[config.mk]
export PLATFORM = sky130hd
export DESIGN_NAME = usb_sniffer_top
export DESIGN_NICKNAME = d
export VERILOG_FILES = /design/src/source/usb_sniffer_pkg.sv /design/src/source/log_fifo.sv /design/src/source/log_mem_writer.sv /design/src/source/usb_packet_logger.sv /design/src/source/usb_sniffer_top.sv
export SDC_FILE = /design/constraint.sdc
export NUM_CORES = 1
export LEC_CHECK = 0
export BUFFER_PORTS_ARGS = -buffer_cell sky130_fd_sc_hd__buf_2
export CELL_PAD_IN_SITES_DETAIL_PLACEMENT = 1
export CELL_PAD_IN_SITES_GLOBAL_PLACEMENT = 2
export CORE_MARGIN = 2
export CORE_UTILIZATION = 44
export CTS_CLUSTER_DIAMETER = 80
export DETAILED_ROUTE_END_ITERATION = 6
export HOLD_SLACK_MARGIN = 0.12
export PLACE_DENSITY = 0.83
export SYNTH_ARGS = -nofsm -noshare
export SYNTH_HDL_FRONTEND = slang
export SYNTH_HIERARCHICAL = 1
export SYNTH_SLANG_ARGS = --single-unit
[constraint.sdc]
create_clock -name clk_i -period 5.9 [get_ports clk_i]
set_input_delay 0.59 -clock clk_i [delete_from_list [all_inputs] [get_ports clk_i]]
set_output_delay 0.59 -clock clk_i [all_outputs]
set_load 0.05 [all_outputs]
[src/source/usb_sniffer_pkg.sv]
/*
 * Shared definitions for the USB sniffer capture path
 * Log word layout, record types, PID values, UTMI, config and memory structs
 */
package usb_sniffer_pkg;

    // --------------------
    // Log word format
    // --------------------
    // Formats overlap, so the word stays a plain vector
    typedef logic [31:0] log_word_t;

    // Record type in bits 31:28
    typedef enum logic [3:0]
    {
        LOG_SOF    = 4'd1,
        LOG_TOKEN  = 4'd3,
        LOG_HSHAKE = 4'd4,
        LOG_DATA   = 4'd5
    } log_type_e;

    // SOF record
    localparam int LOG_SOF_FRAME_L  = 0;
    localparam int LOG_SOF_FRAME_H  = 10;
    localparam int LOG_SOF_CYCLE_L  = 11;
    localparam int LOG_SOF_CYCLE_H  = 26;

    // Token, handshake and data records
    localparam int LOG_PID_L        = 0;
    localparam int LOG_PID_H        = 3;
    // Token data or data length
    localparam int LOG_DATA_L       = 4;
    localparam int LOG_DATA_H       = 19;
    localparam int LOG_CTRL_CYCLE_L = 20;
    localparam int LOG_CTRL_CYCLE_H = 27;

    localparam int LOG_TYPE_L       = 28;
    localparam int LOG_TYPE_H       = 31;

    // --------------------
    // USB PIDs
    // --------------------
    // Tokens
    localparam logic [7:0] PID_OUT   = 8'hE1;
    localparam logic [7:0] PID_IN    = 8'h69;
    localparam logic [7:0] PID_SETUP = 8'h2D;
    localparam logic [7:0] PID_PING  = 8'hB4;
    localparam logic [7:0] PID_SOF   = 8'hA5;

    // Data
    localparam logic [7:0] PID_DATA0 = 8'hC3;
    localparam logic [7:0] PID_DATA1 = 8'h4B;
    localparam logic [7:0] PID_DATA2 = 8'h87;
    localparam logic [7:0] PID_MDATA = 8'h0F;

    // Handshake
    localparam logic [7:0] PID_ACK   = 8'hD2;
    localparam logic [7:0] PID_NAK   = 8'h5A;
    localparam logic [7:0] PID_STALL = 8'h1E;
    localparam logic [7:0] PID_NYET  = 8'h96;

    // Special, never logged
    localparam logic [7:0] PID_PRE   = 8'h3C;
    localparam logic [7:0] PID_SPLIT = 8'h78;

    // --------------------
    // Bus structs
    // --------------------
    // UTMI receive side
    typedef struct packed
    {
        logic [7:0] data;
        logic       rxvalid;
        logic       rxactive;
    } utmi_rx_t;

    // Static capture configuration
    typedef struct packed
    {
        logic       enabled;
        logic       ignore_sof;
        logic       match_dev;
        logic       exclude_dev;
        logic [6:0] dev;
        logic       match_ep;
        logic       exclude_ep;
        logic [3:0] ep;
    } sniff_cfg_t;

    // Write-only memory request, byte select and write enable implied
    typedef struct packed
    {
        logic [31:0] addr;
        logic [31:0] data;
        logic        stb;
    } mem_req_t;

endpackage

[src/source/log_fifo.sv]
/*
 * Circular FIFO of log words between decoder and memory writer
 */
`timescale 1ns/1ps

module log_fifo
#(
    parameter int FIFO_DEPTH = 4
)
(
    input  logic                      clk_i,
    input  logic                      rst_i,
    input  logic                      push_i,
    input  usb_sniffer_pkg::log_word_t push_word_i,
    output logic                      full_o,
    input  logic                      pop_i,
    output logic                      pop_valid_o,
    output usb_sniffer_pkg::log_word_t pop_word_o
);
    import usb_sniffer_pkg::*;

    localparam int PTR_W = (FIFO_DEPTH > 1) ? $clog2(FIFO_DEPTH) : 1;
    localparam int CNT_W = $clog2(FIFO_DEPTH + 1);

    log_word_t        mem_q [FIFO_DEPTH];
    logic [PTR_W-1:0] wr_ptr_q;
    logic [PTR_W-1:0] rd_ptr_q;
    logic [CNT_W-1:0] count_q;

    wire wr_en = push_i && !full_o;
    wire rd_en = pop_i && pop_valid_o;

    // Storage
    always_ff @(posedge clk_i)
    begin
        if (wr_en)
            mem_q[wr_ptr_q] <= push_word_i;
    end

    // --------------------
    // Pointers and count
    // --------------------
    always_ff @(posedge clk_i or posedge rst_i)
    begin
        if (rst_i)
        begin
            wr_ptr_q <= '0;
            rd_ptr_q <= '0;
            count_q  <= '0;
        end
        else
        begin
            // Pointers wrap at depth, which need not be a power of two
            if (wr_en)
                wr_ptr_q <= (wr_ptr_q == PTR_W'(FIFO_DEPTH - 1)) ? '0 : wr_ptr_q + 1'b1;
            if (rd_en)
                rd_ptr_q <= (rd_ptr_q == PTR_W'(FIFO_DEPTH - 1)) ? '0 : rd_ptr_q + 1'b1;
            case ({wr_en, rd_en})
                2'b10:   count_q <= count_q + 1'b1;
                2'b01:   count_q <= count_q - 1'b1;
                default: count_q <= count_q;
            endcase
        end
    end

    assign full_o      = (count_q == CNT_W'(FIFO_DEPTH));
    assign pop_valid_o = (count_q != '0);
    assign pop_word_o  = mem_q[rd_ptr_q];

endmodule

[src/source/log_mem_writer.sv]
/*
 * Write-only memory master storing log words in a circular buffer
 */
`timescale 1ns/1ps

module log_mem_writer
#(
    parameter logic [31:0] BUF_BASE = 32'h0000_1000,
    parameter logic [31:0] BUF_END  = 32'h0000_1FFC
)
(
    input  logic                      clk_i,
    input  logic                      rst_i,
    input  logic                      pop_valid_i,
    input  usb_sniffer_pkg::log_word_t pop_word_i,
    output logic                      pop_o,
    output usb_sniffer_pkg::mem_req_t  mem_o,
    input  logic                      mem_stall_i,
    output logic                      wrapped_o
);
    import usb_sniffer_pkg::*;

    logic        stb_q;
    log_word_t   data_q;
    logic [31:0] addr_q;
    logic        wrapped_q;

    // Slot free when empty or being accepted now
    wire slot_free = !stb_q || !mem_stall_i;
    wire accept    = stb_q && !mem_stall_i;

    assign pop_o = pop_valid_i && slot_free;

    // --------------------
    // Pending request
    // --------------------
    always_ff @(posedge clk_i or posedge rst_i)
    begin
        if (rst_i)
            stb_q <= 1'b0;
        else if (slot_free)
            stb_q <= pop_valid_i;
    end

    always_ff @(posedge clk_i)
    begin
        if (pop_o)
            data_q <= pop_word_i;
    end

    // --------------------
    // Ring address
    // --------------------
    always_ff @(posedge clk_i or posedge rst_i)
    begin
        if (rst_i)
        begin
            addr_q    <= BUF_BASE;
            wrapped_q <= 1'b0;
        end
        else if (accept)
        begin
            if (addr_q == BUF_END)
            begin
                addr_q    <= BUF_BASE;
                // Sticky once the ring has been filled
                wrapped_q <= 1'b1;
            end
            else
                addr_q <= addr_q + 32'd4;
        end
    end

    assign mem_o     = '{addr: addr_q, data: data_q, stb: stb_q};
    assign wrapped_o = wrapped_q;

endmodule

[src/source/usb_packet_logger.sv]
/*
 * Packet decoder for the UTMI receive side
 * Turns SOF, token, handshake and data packets into log words
 */
`timescale 1ns/1ps

module usb_packet_logger
(
    input  logic                       clk_i,
    input  logic                       rst_i,
    input  usb_sniffer_pkg::utmi_rx_t   utmi_rx_i,
    input  usb_sniffer_pkg::sniff_cfg_t cfg_i,
    input  logic                       fifo_full_i,
    output logic                       log_push_o,
    output usb_sniffer_pkg::log_word_t  log_word_o
);
    import usb_sniffer_pkg::*;

    typedef enum logic [3:0]
    {
        ST_IDLE,
        ST_TOKEN2,
        ST_TOKEN3,
        ST_TOKEN_DONE,
        ST_SOF2,
        ST_SOF3,
        ST_SOF_DONE,
        ST_DATA,
        ST_DATA_DONE,
        ST_HSHAKE_DONE,
        ST_IGNORE
    } state_e;

    state_e      state_q;
    state_e      next_state;
    logic        active_q;
    logic [7:0]  pid_q;
    logic [10:0] frame_q;
    logic [15:0] token_q;
    logic [15:0] cycle_q;
    logic [15:0] data_cnt_q;
    log_word_t   word_q;
    logic        word_rdy_q;
    logic        dev_ok;
    logic        ep_ok;
    logic        push;

    // --------------------
    // Packet activity
    // --------------------
    wire sample_byte  = utmi_rx_i.rxvalid && utmi_rx_i.rxactive;
    wire start_packet = !active_q && sample_byte && cfg_i.enabled;

    always_ff @(posedge clk_i or posedge rst_i)
    begin
        if (rst_i)
            active_q <= 1'b0;
        else if (start_packet)
            active_q <= 1'b1;
        else if (!utmi_rx_i.rxactive)
            active_q <= 1'b0;
    end

    // Device and endpoint filter on the last token
    always_comb
    begin
        if (cfg_i.match_dev)
            dev_ok = (token_q[6:0] == cfg_i.dev);
        else if (cfg_i.exclude_dev)
            dev_ok = (token_q[6:0] != cfg_i.dev);
        else
            dev_ok = 1'b1;

        if (cfg_i.match_ep)
            ep_ok = (token_q[10:7] == cfg_i.ep);
        else if (cfg_i.exclude_ep)
            ep_ok = (token_q[10:7] != cfg_i.ep);
        else
            ep_ok = 1'b1;
    end

    // --------------------
    // Receive FSM
    // --------------------
    always_comb
    begin
        next_state = state_q;
        case (state_q)
            ST_IDLE:
            begin
                if (start_packet)
                begin
                    case (utmi_rx_i.data)
                        PID_OUT, PID_IN, PID_SETUP, PID_PING:
                            next_state = ST_TOKEN2;
                        PID_SOF:
                            next_state = ST_SOF2;
                        PID_DATA0, PID_DATA1, PID_DATA2, PID_MDATA:
                            next_state = (dev_ok && ep_ok) ? ST_DATA : ST_IGNORE;
                        PID_ACK, PID_NAK, PID_STALL, PID_NYET:
                            next_state = (dev_ok && ep_ok) ? ST_HSHAKE_DONE : ST_IGNORE;
                        // PRE, SPLIT and unknown PIDs
                        default:
                            next_state = ST_IGNORE;
                    endcase
                    // No room, skip the whole packet
                    if (fifo_full_i)
                        next_state = ST_IGNORE;
                end
            end
            ST_TOKEN2, ST_TOKEN3, ST_SOF2, ST_SOF3:
            begin
                if (sample_byte)
                    next_state = state_e'(state_q + 4'd1);
                else if (!utmi_rx_i.rxactive)
                    next_state = ST_IDLE;
            end
            ST_DATA:
            begin
                // Full FIFO abandons the packet
                if (fifo_full_i)
                    next_state = ST_IGNORE;
                else if (!utmi_rx_i.rxactive)
                    next_state = ST_DATA_DONE;
            end
            ST_IGNORE:
            begin
                if (!utmi_rx_i.rxactive)
                    next_state = ST_IDLE;
            end
            // Completion states last one cycle
            default:
                next_state = ST_IDLE;
        endcase
    end

    always_ff @(posedge clk_i or posedge rst_i)
    begin
        if (rst_i)
            state_q <= ST_IDLE;
        else
            state_q <= next_state;
    end

    // --------------------
    // Captured fields
    // --------------------
    always_ff @(posedge clk_i or posedge rst_i)
    begin
        if (rst_i)
        begin
            pid_q   <= 8'h00;
            frame_q <= 11'd0;
            token_q <= 16'd0;
        end
        else
        begin
            if (start_packet && state_q == ST_IDLE)
                pid_q <= utmi_rx_i.data;
            // Frame number is 11 bits over bytes 2 and 3
            if (state_q == ST_SOF2 && sample_byte)
                frame_q[7:0] <= utmi_rx_i.data;
            if (state_q == ST_SOF3 && sample_byte)
                frame_q[10:8] <= utmi_rx_i.data[2:0];
            if (state_q == ST_TOKEN2 && sample_byte)
                token_q[7:0] <= utmi_rx_i.data;
            if (state_q == ST_TOKEN3 && sample_byte)
                token_q[15:8] <= utmi_rx_i.data;
        end
    end

    // Cycles since last SOF, saturating
    always_ff @(posedge clk_i or posedge rst_i)
    begin
        if (rst_i)
            cycle_q <= 16'd0;
        else if (state_q == ST_SOF_DONE)
            cycle_q <= 16'd0;
        else if (cycle_q != 16'hFFFF)
            cycle_q <= cycle_q + 16'd1;
    end

    // Data byte count and full word flag
    always_ff @(posedge clk_i or posedge rst_i)
    begin
        if (rst_i)
        begin
            data_cnt_q <= 16'd0;
            word_rdy_q <= 1'b0;
        end
        else
        begin
            word_rdy_q <= (state_q == ST_DATA) && sample_byte && (data_cnt_q[1:0] == 2'd3);
            if (state_q == ST_IDLE)
                data_cnt_q <= 16'd0;
            else if (state_q == ST_DATA && sample_byte)
                data_cnt_q <= data_cnt_q + 16'd1;
        end
    end

    // Payload bytes packed little-endian
    always_ff @(posedge clk_i)
    begin
        if (state_q == ST_DATA && sample_byte)
        begin
            case (data_cnt_q[1:0])
                2'd0:    word_q <= {24'd0, utmi_rx_i.data};
                2'd1:    word_q <= {16'd0, utmi_rx_i.data, word_q[7:0]};
                2'd2:    word_q <= {8'd0, utmi_rx_i.data, word_q[15:0]};
                default: word_q <= {utmi_rx_i.data, word_q[23:0]};
            endcase
        end
    end

    // --------------------
    // Log record
    // --------------------
    always_comb
    begin
        log_word_o = '0;
        push       = 1'b0;
        case (state_q)
            ST_SOF_DONE:
            begin
                log_word_o[LOG_SOF_FRAME_H:LOG_SOF_FRAME_L] = frame_q;
                log_word_o[LOG_SOF_CYCLE_H:LOG_SOF_CYCLE_L] = cycle_q;
                log_word_o[LOG_TYPE_H:LOG_TYPE_L]           = LOG_SOF;
                push = !cfg_i.ignore_sof;
            end
            ST_TOKEN_DONE:
            begin
                log_word_o[LOG_PID_H:LOG_PID_L]               = pid_q[3:0];
                log_word_o[LOG_DATA_H:LOG_DATA_L]             = token_q;
                log_word_o[LOG_CTRL_CYCLE_H:LOG_CTRL_CYCLE_L] = cycle_q[15:8];
                log_word_o[LOG_TYPE_H:LOG_TYPE_L]             = LOG_TOKEN;
                push = dev_ok && ep_ok;
            end
            ST_HSHAKE_DONE:
            begin
                log_word_o[LOG_PID_H:LOG_PID_L]               = pid_q[3:0];
                log_word_o[LOG_CTRL_CYCLE_H:LOG_CTRL_CYCLE_L] = cycle_q[15:8];
                log_word_o[LOG_TYPE_H:LOG_TYPE_L]             = LOG_HSHAKE;
                push = 1'b1;
            end
            ST_DATA_DONE:
            begin
                log_word_o[LOG_PID_H:LOG_PID_L]               = pid_q[3:0];
                log_word_o[LOG_DATA_H:LOG_DATA_L]             = data_cnt_q;
                log_word_o[LOG_CTRL_CYCLE_H:LOG_CTRL_CYCLE_L] = cycle_q[15:8];
                log_word_o[LOG_TYPE_H:LOG_TYPE_L]             = LOG_DATA;
                push = 1'b1;
            end
            ST_DATA:
            begin
                // Full word, or partial word as rxactive drops
                log_word_o = word_q;
                push = word_rdy_q || (!utmi_rx_i.rxactive && data_cnt_q[1:0] != 2'd0);
            end
            default:
                push = 1'b0;
        endcase
    end

    // Record lost when the FIFO has no room
    assign log_push_o = push && !fifo_full_i;

endmodule

[src/source/usb_sniffer_top.sv]
/*
 * USB sniffer capture path: decoder, log FIFO and memory writer
 */
`timescale 1ns/1ps

module usb_sniffer_top
#(
    parameter int          FIFO_DEPTH = 4,
    parameter logic [31:0] BUF_BASE   = 32'h0000_1000,
    parameter logic [31:0] BUF_END    = 32'h0000_1FFC
)
(
    input  logic                       clk_i,
    input  logic                       rst_i,
    input  usb_sniffer_pkg::utmi_rx_t   utmi_rx_i,
    input  usb_sniffer_pkg::sniff_cfg_t cfg_i,
    output usb_sniffer_pkg::mem_req_t   mem_o,
    input  logic                       mem_stall_i,
    output logic                       wrapped_o
);
    import usb_sniffer_pkg::*;

    // Decoder to FIFO
    logic      log_push;
    log_word_t log_word;
    logic      fifo_full;

    // FIFO to writer
    logic      pop_valid;
    log_word_t pop_word;
    logic      pop;

    usb_packet_logger u_logger
    (
        .clk_i       (clk_i),
        .rst_i       (rst_i),
        .utmi_rx_i   (utmi_rx_i),
        .cfg_i       (cfg_i),
        .fifo_full_i (fifo_full),
        .log_push_o  (log_push),
        .log_word_o  (log_word)
    );

    log_fifo #(.FIFO_DEPTH(FIFO_DEPTH)) u_fifo
    (
        .clk_i       (clk_i),
        .rst_i       (rst_i),
        .push_i      (log_push),
        .push_word_i (log_word),
        .full_o      (fifo_full),
        .pop_i       (pop),
        .pop_valid_o (pop_valid),
        .pop_word_o  (pop_word)
    );

    log_mem_writer #(.BUF_BASE(BUF_BASE), .BUF_END(BUF_END)) u_writer
    (
        .clk_i       (clk_i),
        .rst_i       (rst_i),
        .pop_valid_i (pop_valid),
        .pop_word_i  (pop_word),
        .pop_o       (pop),
        .mem_o       (mem_o),
        .mem_stall_i (mem_stall_i),
        .wrapped_o   (wrapped_o)
    );

endmodule

==> qor.tcl, run 1 <==
set qor(grt_pass1_vias) 8463
set qor(cp-start-kind) {flip-flop}
set qor(synth_area_in_adders_pct) 1.723
set qor(vias_per_cell) 5.652
set qor(drt_drc_violations_left) 0
set qor(slew_headroom_pct) 23.83
set qor(layout-area-overhead-vs-synth_pct) 13.68
set qor(path_depth) 12
set qor(antenna_violations_before_repair) 1
set qor(rr_startpoint) {u_logger/state_q[1]}
set qor(diodes) 0
set qor(wire_length_of_the_first_global_routing_pass_mm) 49.66
set qor(setup_crit_end_kind) {flip-flop}
set qor(finalWorstPathRequiredPeriod_ps) 3426
set qor(setup.worst_path.end) {u_fifo/count_q[2]}
set qor(ctsHtreeMaxLevel) 2
set qor(postCtsSetupRepairBufs) 0
set qor(synth.mux.area_fraction_pct) 8.487
set qor(post_synth.cell_area_avg_um2) 14.58
set qor(min_period_over_period_pct) 58.07
set qor(min-delay-start) {cfg_i[16]}
set qor(numClockSinks) 300
set qor(cts_root_buf) {clkbuf_16}
set qor(core_outline_area_um2) 30430
set qor(antenna_violating_nets_post_route) 0
set qor(die_area_um2) 32110
set qor(max-vdd-ir-drop_mv) 0.2290
set qor(setup_repair_after_global_routing_missed_its_margin) {false}
set qor(regToRegSetupSlack_ps) 2470
set qor(place.detailed.hpwl_mm) 21.28
set qor(status) {complete, no violations}
set qor(placement_setup_slack_ps) 2322
set qor(synth_compound_gate_area_share_pct) 7.181
set qor(timing.reg2reg.worst_path_depth) 12
set qor(synth_flop_cell) {edfxtp_1}
set qor(placement_rows) 64
set qor(cts-hold-fix-buffers) 1
set qor(drive_gt1_share_pct) 24.67
set qor(postRouteWirelength_mm) 32.03
set qor(post_layout_nonfiller_instances) 1446
set qor(tightestPinTransition_ps) 1143
set qor(async_flop_share_pct) 36.00
set qor(via_count) 8173
set qor(setup-tns-final_ps) 0
set qor(dp.cells) 1383
set qor(synth-simple-area-share_pct) 12.58
set qor(grtUsageTotal_pct) 20.42
set qor(critical_path.cell_chain) {ha_1 -> and2_1 -> nand4_1 -> a211oi_1 -> nor2b_2 -> inv_1 -> ha_1 -> inv_1 -> fa_1 -> xor2_1 -> nor2_1 -> xor2_1}
set qor(syn_inst) 926
set qor(final-hold-violation-count) 0
set qor(grt-ovfl-total) 0
set qor(cp.required_ps) 6290
set qor(ios) 96
set qor(postSynthRegisterBits) 300
set qor(crit_path_max_fo) 19
set qor(yosys_warning_count) 6
set qor(worst_hold_path_type) {input pin to flip-flop}
set qor(cts_resized) 0
set qor(routedWlPerCell_um) 22.15
set qor(synthDistinctLibCells) 89
set qor(synth_edf_count) 192
set qor(start_util_pct) 44.38
set qor(syn-cell-area_um2) 13500
set qor(finalMaxSlewViolations) 0
set qor(die_x_um) 179.2
set qor(worst-setup-path-type) {flip-flop to flip-flop}
set qor(clock_insertion_delay_worst_skew_ps) 520
set qor(timing.critical_path.slowest_cell_delay_ps) 740
set qor(chipHeight_um) 179.2
set qor(grt_start_max_net_pins) 70
set qor(synth_top_family_by_area) {simple AND/OR/NAND/NOR gates}
set qor(synth-seq-area-share_pct) 62.72
set qor(beginning_of_the_critical_path) {u_logger/state_q[1]}
set qor(clock_skew_ps) 11.10
set qor(layout.nets) 1072
set qor(clock_path_buffers) 3
set qor(final.setup.worst_slack_ps) 2474
set qor(critical_path_arrival_ps) 3820
set qor(worst_setup_hold_path_clk_slew_ps) 50
set qor(finalSetupViolations) 0
set qor(fin_hold_ws_ps) 348.3
set qor(p_leak_nw) 6.127
set qor(synthXorXnorAreaFrac_pct) 4.086
set qor(tritoncts) {yes}
set qor(drt_pass1_iterations) 6
set qor(cp_top_family) {simple AND/OR/NAND/NOR gates}
set qor(max_cap_viols) 0
set qor(buffers_and_inverters_on_the_worst_path) 2
set qor(finalWeightedCongestion) 0.7956
set qor(power_per_cell_area_nw_per_um2) 424.1
set qor(crit-reg2reg-capture) {u_fifo/count_q[2]}
set qor(max_clock_freq_mhz) 291.9
set qor(drt-initial-drc-count) 462
set qor(io_buffers) 93
set qor(total_power_mw) 6.511
set qor(cp_slowest_cell) {and2_1}
set qor(numCtsBuffers) 34
kinds of logic after synthesis:
group                      Yosys count
and+or+nand+nor                    274
AOI/OAI and AO/OA                  120
DFF                                300
adders and majority gates           18
other                                1
muxes                               69
buffers and inverters               81
xor gates and xnor gates            63
cells in the mapped netlist (3+ instances only):
cell type,number,share of area (%)
buf_2,15,0.56
a22o_1,18,1.2
mux2i_1,5,0.37
o21ai_0,13,0.48
a31oi_1,6,0.28
nor3_1,8,0.30
nand4b_1,3,0.19
nor4_1,9,0.42
and2_1,42,1.9
mux4_2,28,4.7
nor4bb_1,5,0.37
nor4_4,3,0.47
and4_1,3,0.19
nand3_1,37,1.4
buf_4,3,0.17
dfrtp_1,107,20
clkbuf_2,3,0.11
clkbuf_1,17,0.47
a221o_1,15,1.1
nand2_1,45,1.3
a211oi_1,9,0.50
mux4_1,4,0.78
a222oi_1,11,0.82
buf_12,3,0.44
and3_1,10,0.46
a21o_1,3,0.17
mux2_2,32,2.7
xor2_1,15,0.97
nor2_1,44,1.2
nand4_1,17,0.79
o211ai_1,3,0.17
buf_6,6,0.50
xnor2_1,48,3.1
nor2b_1,4,0.19
nand2b_1,5,0.23
ha_1,17,1.6
a21oi_1,17,0.63
edfxtp_1,192,43
inv_1,34,0.95
worst reg2reg max path: cells and delay by family, from the launching register on:
family / cells / cell delay (ps)
flops: 1 / 460
fa+ha+maj: 3 / 730
xor+xnor: 2 / 290
simple gates: 4 / 1390
buf+inv: 2 / 160
compound gates: 1 / 270
power by group:
| group | internal, mW | switching (mW) |
|---|---|---|
| sequential | 2.55 | 0.263 |
| combinational | 0.595 | 1.10 |
| clock | 1.16 | 0.842 |
sequential cells by signal (all words and copies together), names as in the netlist, 2 cells and up:
signal / cells
u_fifo/count_q: 3
u_fifo/mem_q: 128
u_fifo/rd_ptr_q: 2
u_fifo/wr_ptr_q: 2
u_logger/cycle_q: 16
u_logger/data_cnt_q: 16
u_logger/frame_q: 11
u_logger/pid_q: 4
u_logger/state_q: 4
u_logger/token_q: 16
u_logger/word_q: 32
u_writer/addr_q: 30
u_writer/data_q: 32
layer usage:
layer	up-vias	track usage, %	share of wire, %
met3	39	3.096	4.9
met4	0	4.805	1.6
met2	210	33.97	48
met5	-	0	0
met1	4200	28.34	45
li1	3724	-	-
layout by cell type, fill, tap and decap left out, drive strengths merged, types with 15 or more instances in the layout:
cell type	count
nor2	46
ha	17
clkbuf	43
a22o	18
nand3	38
xnor2	48
buf	107
mux2	32
edfxtp	192
xor2	15
a221o	15
dfrtp	107
nand4	20
inv	36
o21ai	15
nand2	47
and2	42
a21oi	18
mux4	32
worst min-delay path by stage:
| stage | endpoint | slack [ps] | cells after the start |
|---|---|---|---|
| floorplan | u_fifo/count_q[0] | 390 | 1 |
| global placement | u_writer/wrapped_o | 450 | 1 |
| detailed placement | u_writer/wrapped_o | 440 | 1 |
| CTS | u_logger/active_q | 330 | 3 |
| global route | u_logger/active_q | 380 | 3 |
| finish | u_logger/active_q | 350 | 3 |
layout make-up:
| class | count | area, um^2 |
|---|---|---|
| inverters | 34 | 127.6 |
| repair buffers | 108 | 580.6 |
| fillers | 3023 | 15080 |
| clock inverters | 19 | 142.6 |
| multi-input cells | 546 | 4618 |
| clock buffers | 43 | 915.9 |
| flip-flops and latches | 300 | 8471 |
| well taps | 396 | 495.5 |
stage by stage:
stage          area, um^2  utilization (%)
6_report            15350            50.45
5_1_grt             15350            50.45
4_1_cts             15350            50.45
3_5_place_dp        14280            46.94
3_3_place_gp        14280            46.94
2_1_floorplan       13510                -
Power figures use the tool's default switching activity.
==> run 2, diff against run 1 <==
==> constraint.sdc (replaced) <==
create_clock -name clk_i -period 3.2 [get_ports clk_i]
set_input_delay 0.32 -clock clk_i [delete_from_list [all_inputs] [get_ports clk_i]]
set_output_delay 0.32 -clock clk_i [all_outputs]
set_load 0.05 [all_outputs]
==> run 2 against run 1 <==
  * Design area up 1.6%
  * Combinational power up 91%
  * Cell count up 1.1%
  * Routed wire length up 0.39%
  * Critical path type unchanged
  * Largest cell class unchanged
==> qor.tcl, run 2 (synthesis gave the netlist of run 1 again) <==
set qor(status) {complete, no violations}
set qor(placedInstanceArea_um2) 14440 ;# +1.1%
set qor(postCtsSetupRepairBufs) 0 ;# unchanged
set qor(layout.nets) 1088 ;# +1.5%
set qor(globalRouteMet1Util_pct) 28.30 ;# -0.042 points
set qor(final-hold-violation-count) 0 ;# unchanged
set qor(antenna_violations_before_repair) 0 ;# -1
set qor(antenna_violating_nets_post_route) 0 ;# unchanged
set qor(ios) 96 ;# unchanged
set qor(chipHeight_um) 179.2 ;# unchanged
set qor(diodes) 0 ;# unchanged
set qor(cell_internal_pwr_mw) 8.200 ;# +90%
set qor(finalMaxSlewViolations) 0 ;# unchanged
set qor(power.share.switching_pct) 33.18 ;# -0.69 points
set qor(crit_path_max_fo) 7 ;# -12
set qor(final_core_util_pct) 51.26 ;# +0.81 points
set qor(drt_pass1_iterations) 7 ;# +1
set qor(cp_top_family) {simple AND/OR/NAND/NOR gates}
set qor(die_area_um2) 32110 ;# unchanged
set qor(layout.filler_cells) 3026 ;# +0.099%
set qor(buffers_and_inverters_on_the_worst_path) 3 ;# +1
set qor(cp_slowest_cell) {or3b_2}
set qor(critical_path_arrival_ps) 3410 ;# -410 ps
set qor(via_count) 8316 ;# +1.7%
set qor(placement_rows) 64 ;# unchanged
set qor(drt_drc_violations_left) 0 ;# unchanged
set qor(grtUsageMet3_pct) 2.841 ;# -0.25 points
set qor(max_cap_viols) 0 ;# unchanged
set qor(finalWeightedCongestion) 0.8069 ;# +1.4%
set qor(setup-tns-final_ps) 0 ;# unchanged
set qor(most-common-layout-cells) {edfxtp_1, dfrtp_1, buf_2, xnor2_1, nand2_1}
set qor(largest_reg_flops) 128 ;# unchanged
set qor(comb_power_share_pct) 26.3 ;# +0.3 points
set qor(final_design_area_no_fill_um2) 15600 ;# +1.6%
set qor(io_buffers) 93 ;# unchanged
set qor(clock_skew_ps) 15.85 ;# +4.747 ps
set qor(largest-register) {u_fifo/mem_q}
set qor(tightestPinTransition_ps) 1141 ;# -1.410 ps
set qor(sequential_power_share_pct) 41.8 ;# -1.5 points
set qor(cp.required_ps) 3600 ;# -2690 ps
set qor(grt_pass1_vias) 8676 ;# +2.5%
set qor(finalSetupViolations) 0 ;# unchanged
set qor(min_period_over_period_pct) 94.31 ;# +36 points
set qor(critical_path.cell_chain) {inv_1 -> ha_2 -> nor2_1 -> or3b_2 -> o21ai_0 -> a21oi_1 -> a211oi_1 -> nor2b_2 -> inv_1 -> ha_1 -> inv_1 -> fa_1 -> xor2_1 -> nor2_1 -> xor2_1}
set qor(grtUsageTotal_pct) 20.54 ;# +0.12 points
set qor(place.detailed.hpwl_mm) 21.95 ;# +3.1%
set qor(slew_headroom_pct) 23.73 ;# -0.097 points
set qor(numClockSinks) 300 ;# unchanged
set qor(worst_hold_path_type) {input pin to flip-flop}
set qor(clock_path_buffers) 3 ;# unchanged
set qor(cp-start-kind) {flip-flop}
set qor(switching_power_mw) 4.071 ;# +85%
set qor(numCtsBuffers) 34 ;# unchanged
set qor(clockPowerShare_pct) 31.9 ;# +1.2 points
set qor(clock_insertion_delay_worst_skew_ps) 520 ;# about the same
set qor(start_util_pct) 44.38 ;# unchanged
set qor(worst_setup_hold_path_clk_slew_ps) 60 ;# about the same
set qor(drive_gt1_share_pct) 25.61 ;# +0.94 points
set qor(setup_crit_end_kind) {flip-flop}
set qor(postRouteWirelength_mm) 32.15 ;# +0.39%
set qor(grt_start_max_net_pins) 42 ;# -40%
set qor(power_per_cell_area_nw_per_um2) 786.7 ;# +85%
set qor(max_clock_freq_mhz) 331.4 ;# +14%
set qor(final_common_cell) {edfxtp_1}
set qor(top_regs) {u_fifo/mem_q (128), u_logger/word_q (32), u_writer/data_q (32)}
set qor(drt-initial-drc-count) 566 ;# +23%
set qor(routedWlPerCell_um) 21.99 ;# -0.71%
set qor(p_leak_nw) 6.248 ;# +2.0%
set qor(global_route.usage.met2_pct) 34.09 ;# +0.11 points
set qor(cts_root_buf) {clkbuf_16}
set qor(vias_per_cell) 5.688 ;# +0.64%
set qor(worst-setup-path-type) {flip-flop to flip-flop}
set qor(wire_length_of_the_first_global_routing_pass_mm) 50.09 ;# +0.86%
set qor(timing.critical_path.mode_cell) {inv_1}
set qor(timing.critical_path.slowest_cell_delay_ps) 470 ;# -270 ps
set qor(layout-area-overhead-vs-synth_pct) 15.50
set qor(tritoncts) {yes}
set qor(die_x_um) 179.2 ;# unchanged
set qor(core_outline_area_um2) 30430 ;# unchanged
set qor(gr-max-usage-layer) {met2}
set qor(ctsHtreeMaxLevel) 2 ;# unchanged
set qor(max-vdd-ir-drop_mv) 0.3389 ;# +48%
set qor(finalWorstPathRequiredPeriod_ps) 3018 ;# -408.4 ps
set qor(setup_repair_after_global_routing_missed_its_margin) {false}
set qor(grt-ovfl-total) 0 ;# unchanged
-- run 2: power by group through the flow --
stage	Combinational (mW)	Sequential, mW	Clock [mW]
2_1_floorplan	1.89	5.80	0
3_3_place_gp	3.18	5.19	0
3_5_place_dp	3.24	5.21	0
4_1_cts	3.27	5.14	4.00
5_1_grt	3.49	5.21	4.13
6_report	3.23	5.13	3.91
-- run 2: repair_timing --
| item | CTS | global route |
|---|---|---|
| hold endpoints to repair | 65 | 0 |
| resized for setup | 0 | 2 |
| endpoints found under the setup margin | 0 | 2 |
| hold buffers | 3 | 0 |
-- run 2: final timing paths --
check	startpoint	to	slack, ps	cells past startpoint
worst max-delay path	u_logger/state_q[1]	u_fifo/count_q[2]	180	15
worst min-delay path	utmi_rx_i[1]	u_logger/active_q	180	3
worst max register to register	u_logger/state_q[1]	u_fifo/count_q[2]	180	15
worst min register to register	u_writer/wrapped_o	u_writer/wrapped_o	460	1
max in group asynchronous	rst_i	u_logger/token_q[11]	1880	4
min in group asynchronous	rst_i	u_fifo/rd_ptr_q[1]	310	3
-- run 2: cell type report --
type | count | area (um^2) | area share, %
flip-flops and latches | 300 | 8471 | 54.31
multi-input cells | 546 | 4623 | 29.64
clock buffers | 47 | 952.2 | 6.105
repair buffers | 124 | 755.7 | 4.845
well taps | 396 | 495.5 | 3.177
clock inverters | 15 | 172.7 | 1.107
inverters | 34 | 127.6 | 0.8182
-- run 2: metal layers --
layer,up-vias,part of all wire (%)
met4,0,2.2
li1,3745,-
met3,43,5.1
met1,4316,44
met5,-,0
met2,212,48
-- run 2: worst min-delay path, delay by kind of cell --
family | cells | cell delay [ps]
buffers and inverters | 1 | 170
and+or+nand+nor | 1 | 70
AOI/OAI and AO/OA | 1 | 80
-- run 2: stage by stage --
step                setup slack [ps]  std cells  power [mW]  hold WS, ps
finish                         182.2       1462       12.27        178.6
floorplan                      166.4        927       7.695        123.4
detailed placement             153.9       1397       8.457        298.7
CTS                            140.6       1462       12.41        162.8
global route                   16.31       1462       12.83        219.7
global placement               247.4       1397       8.367        290.6
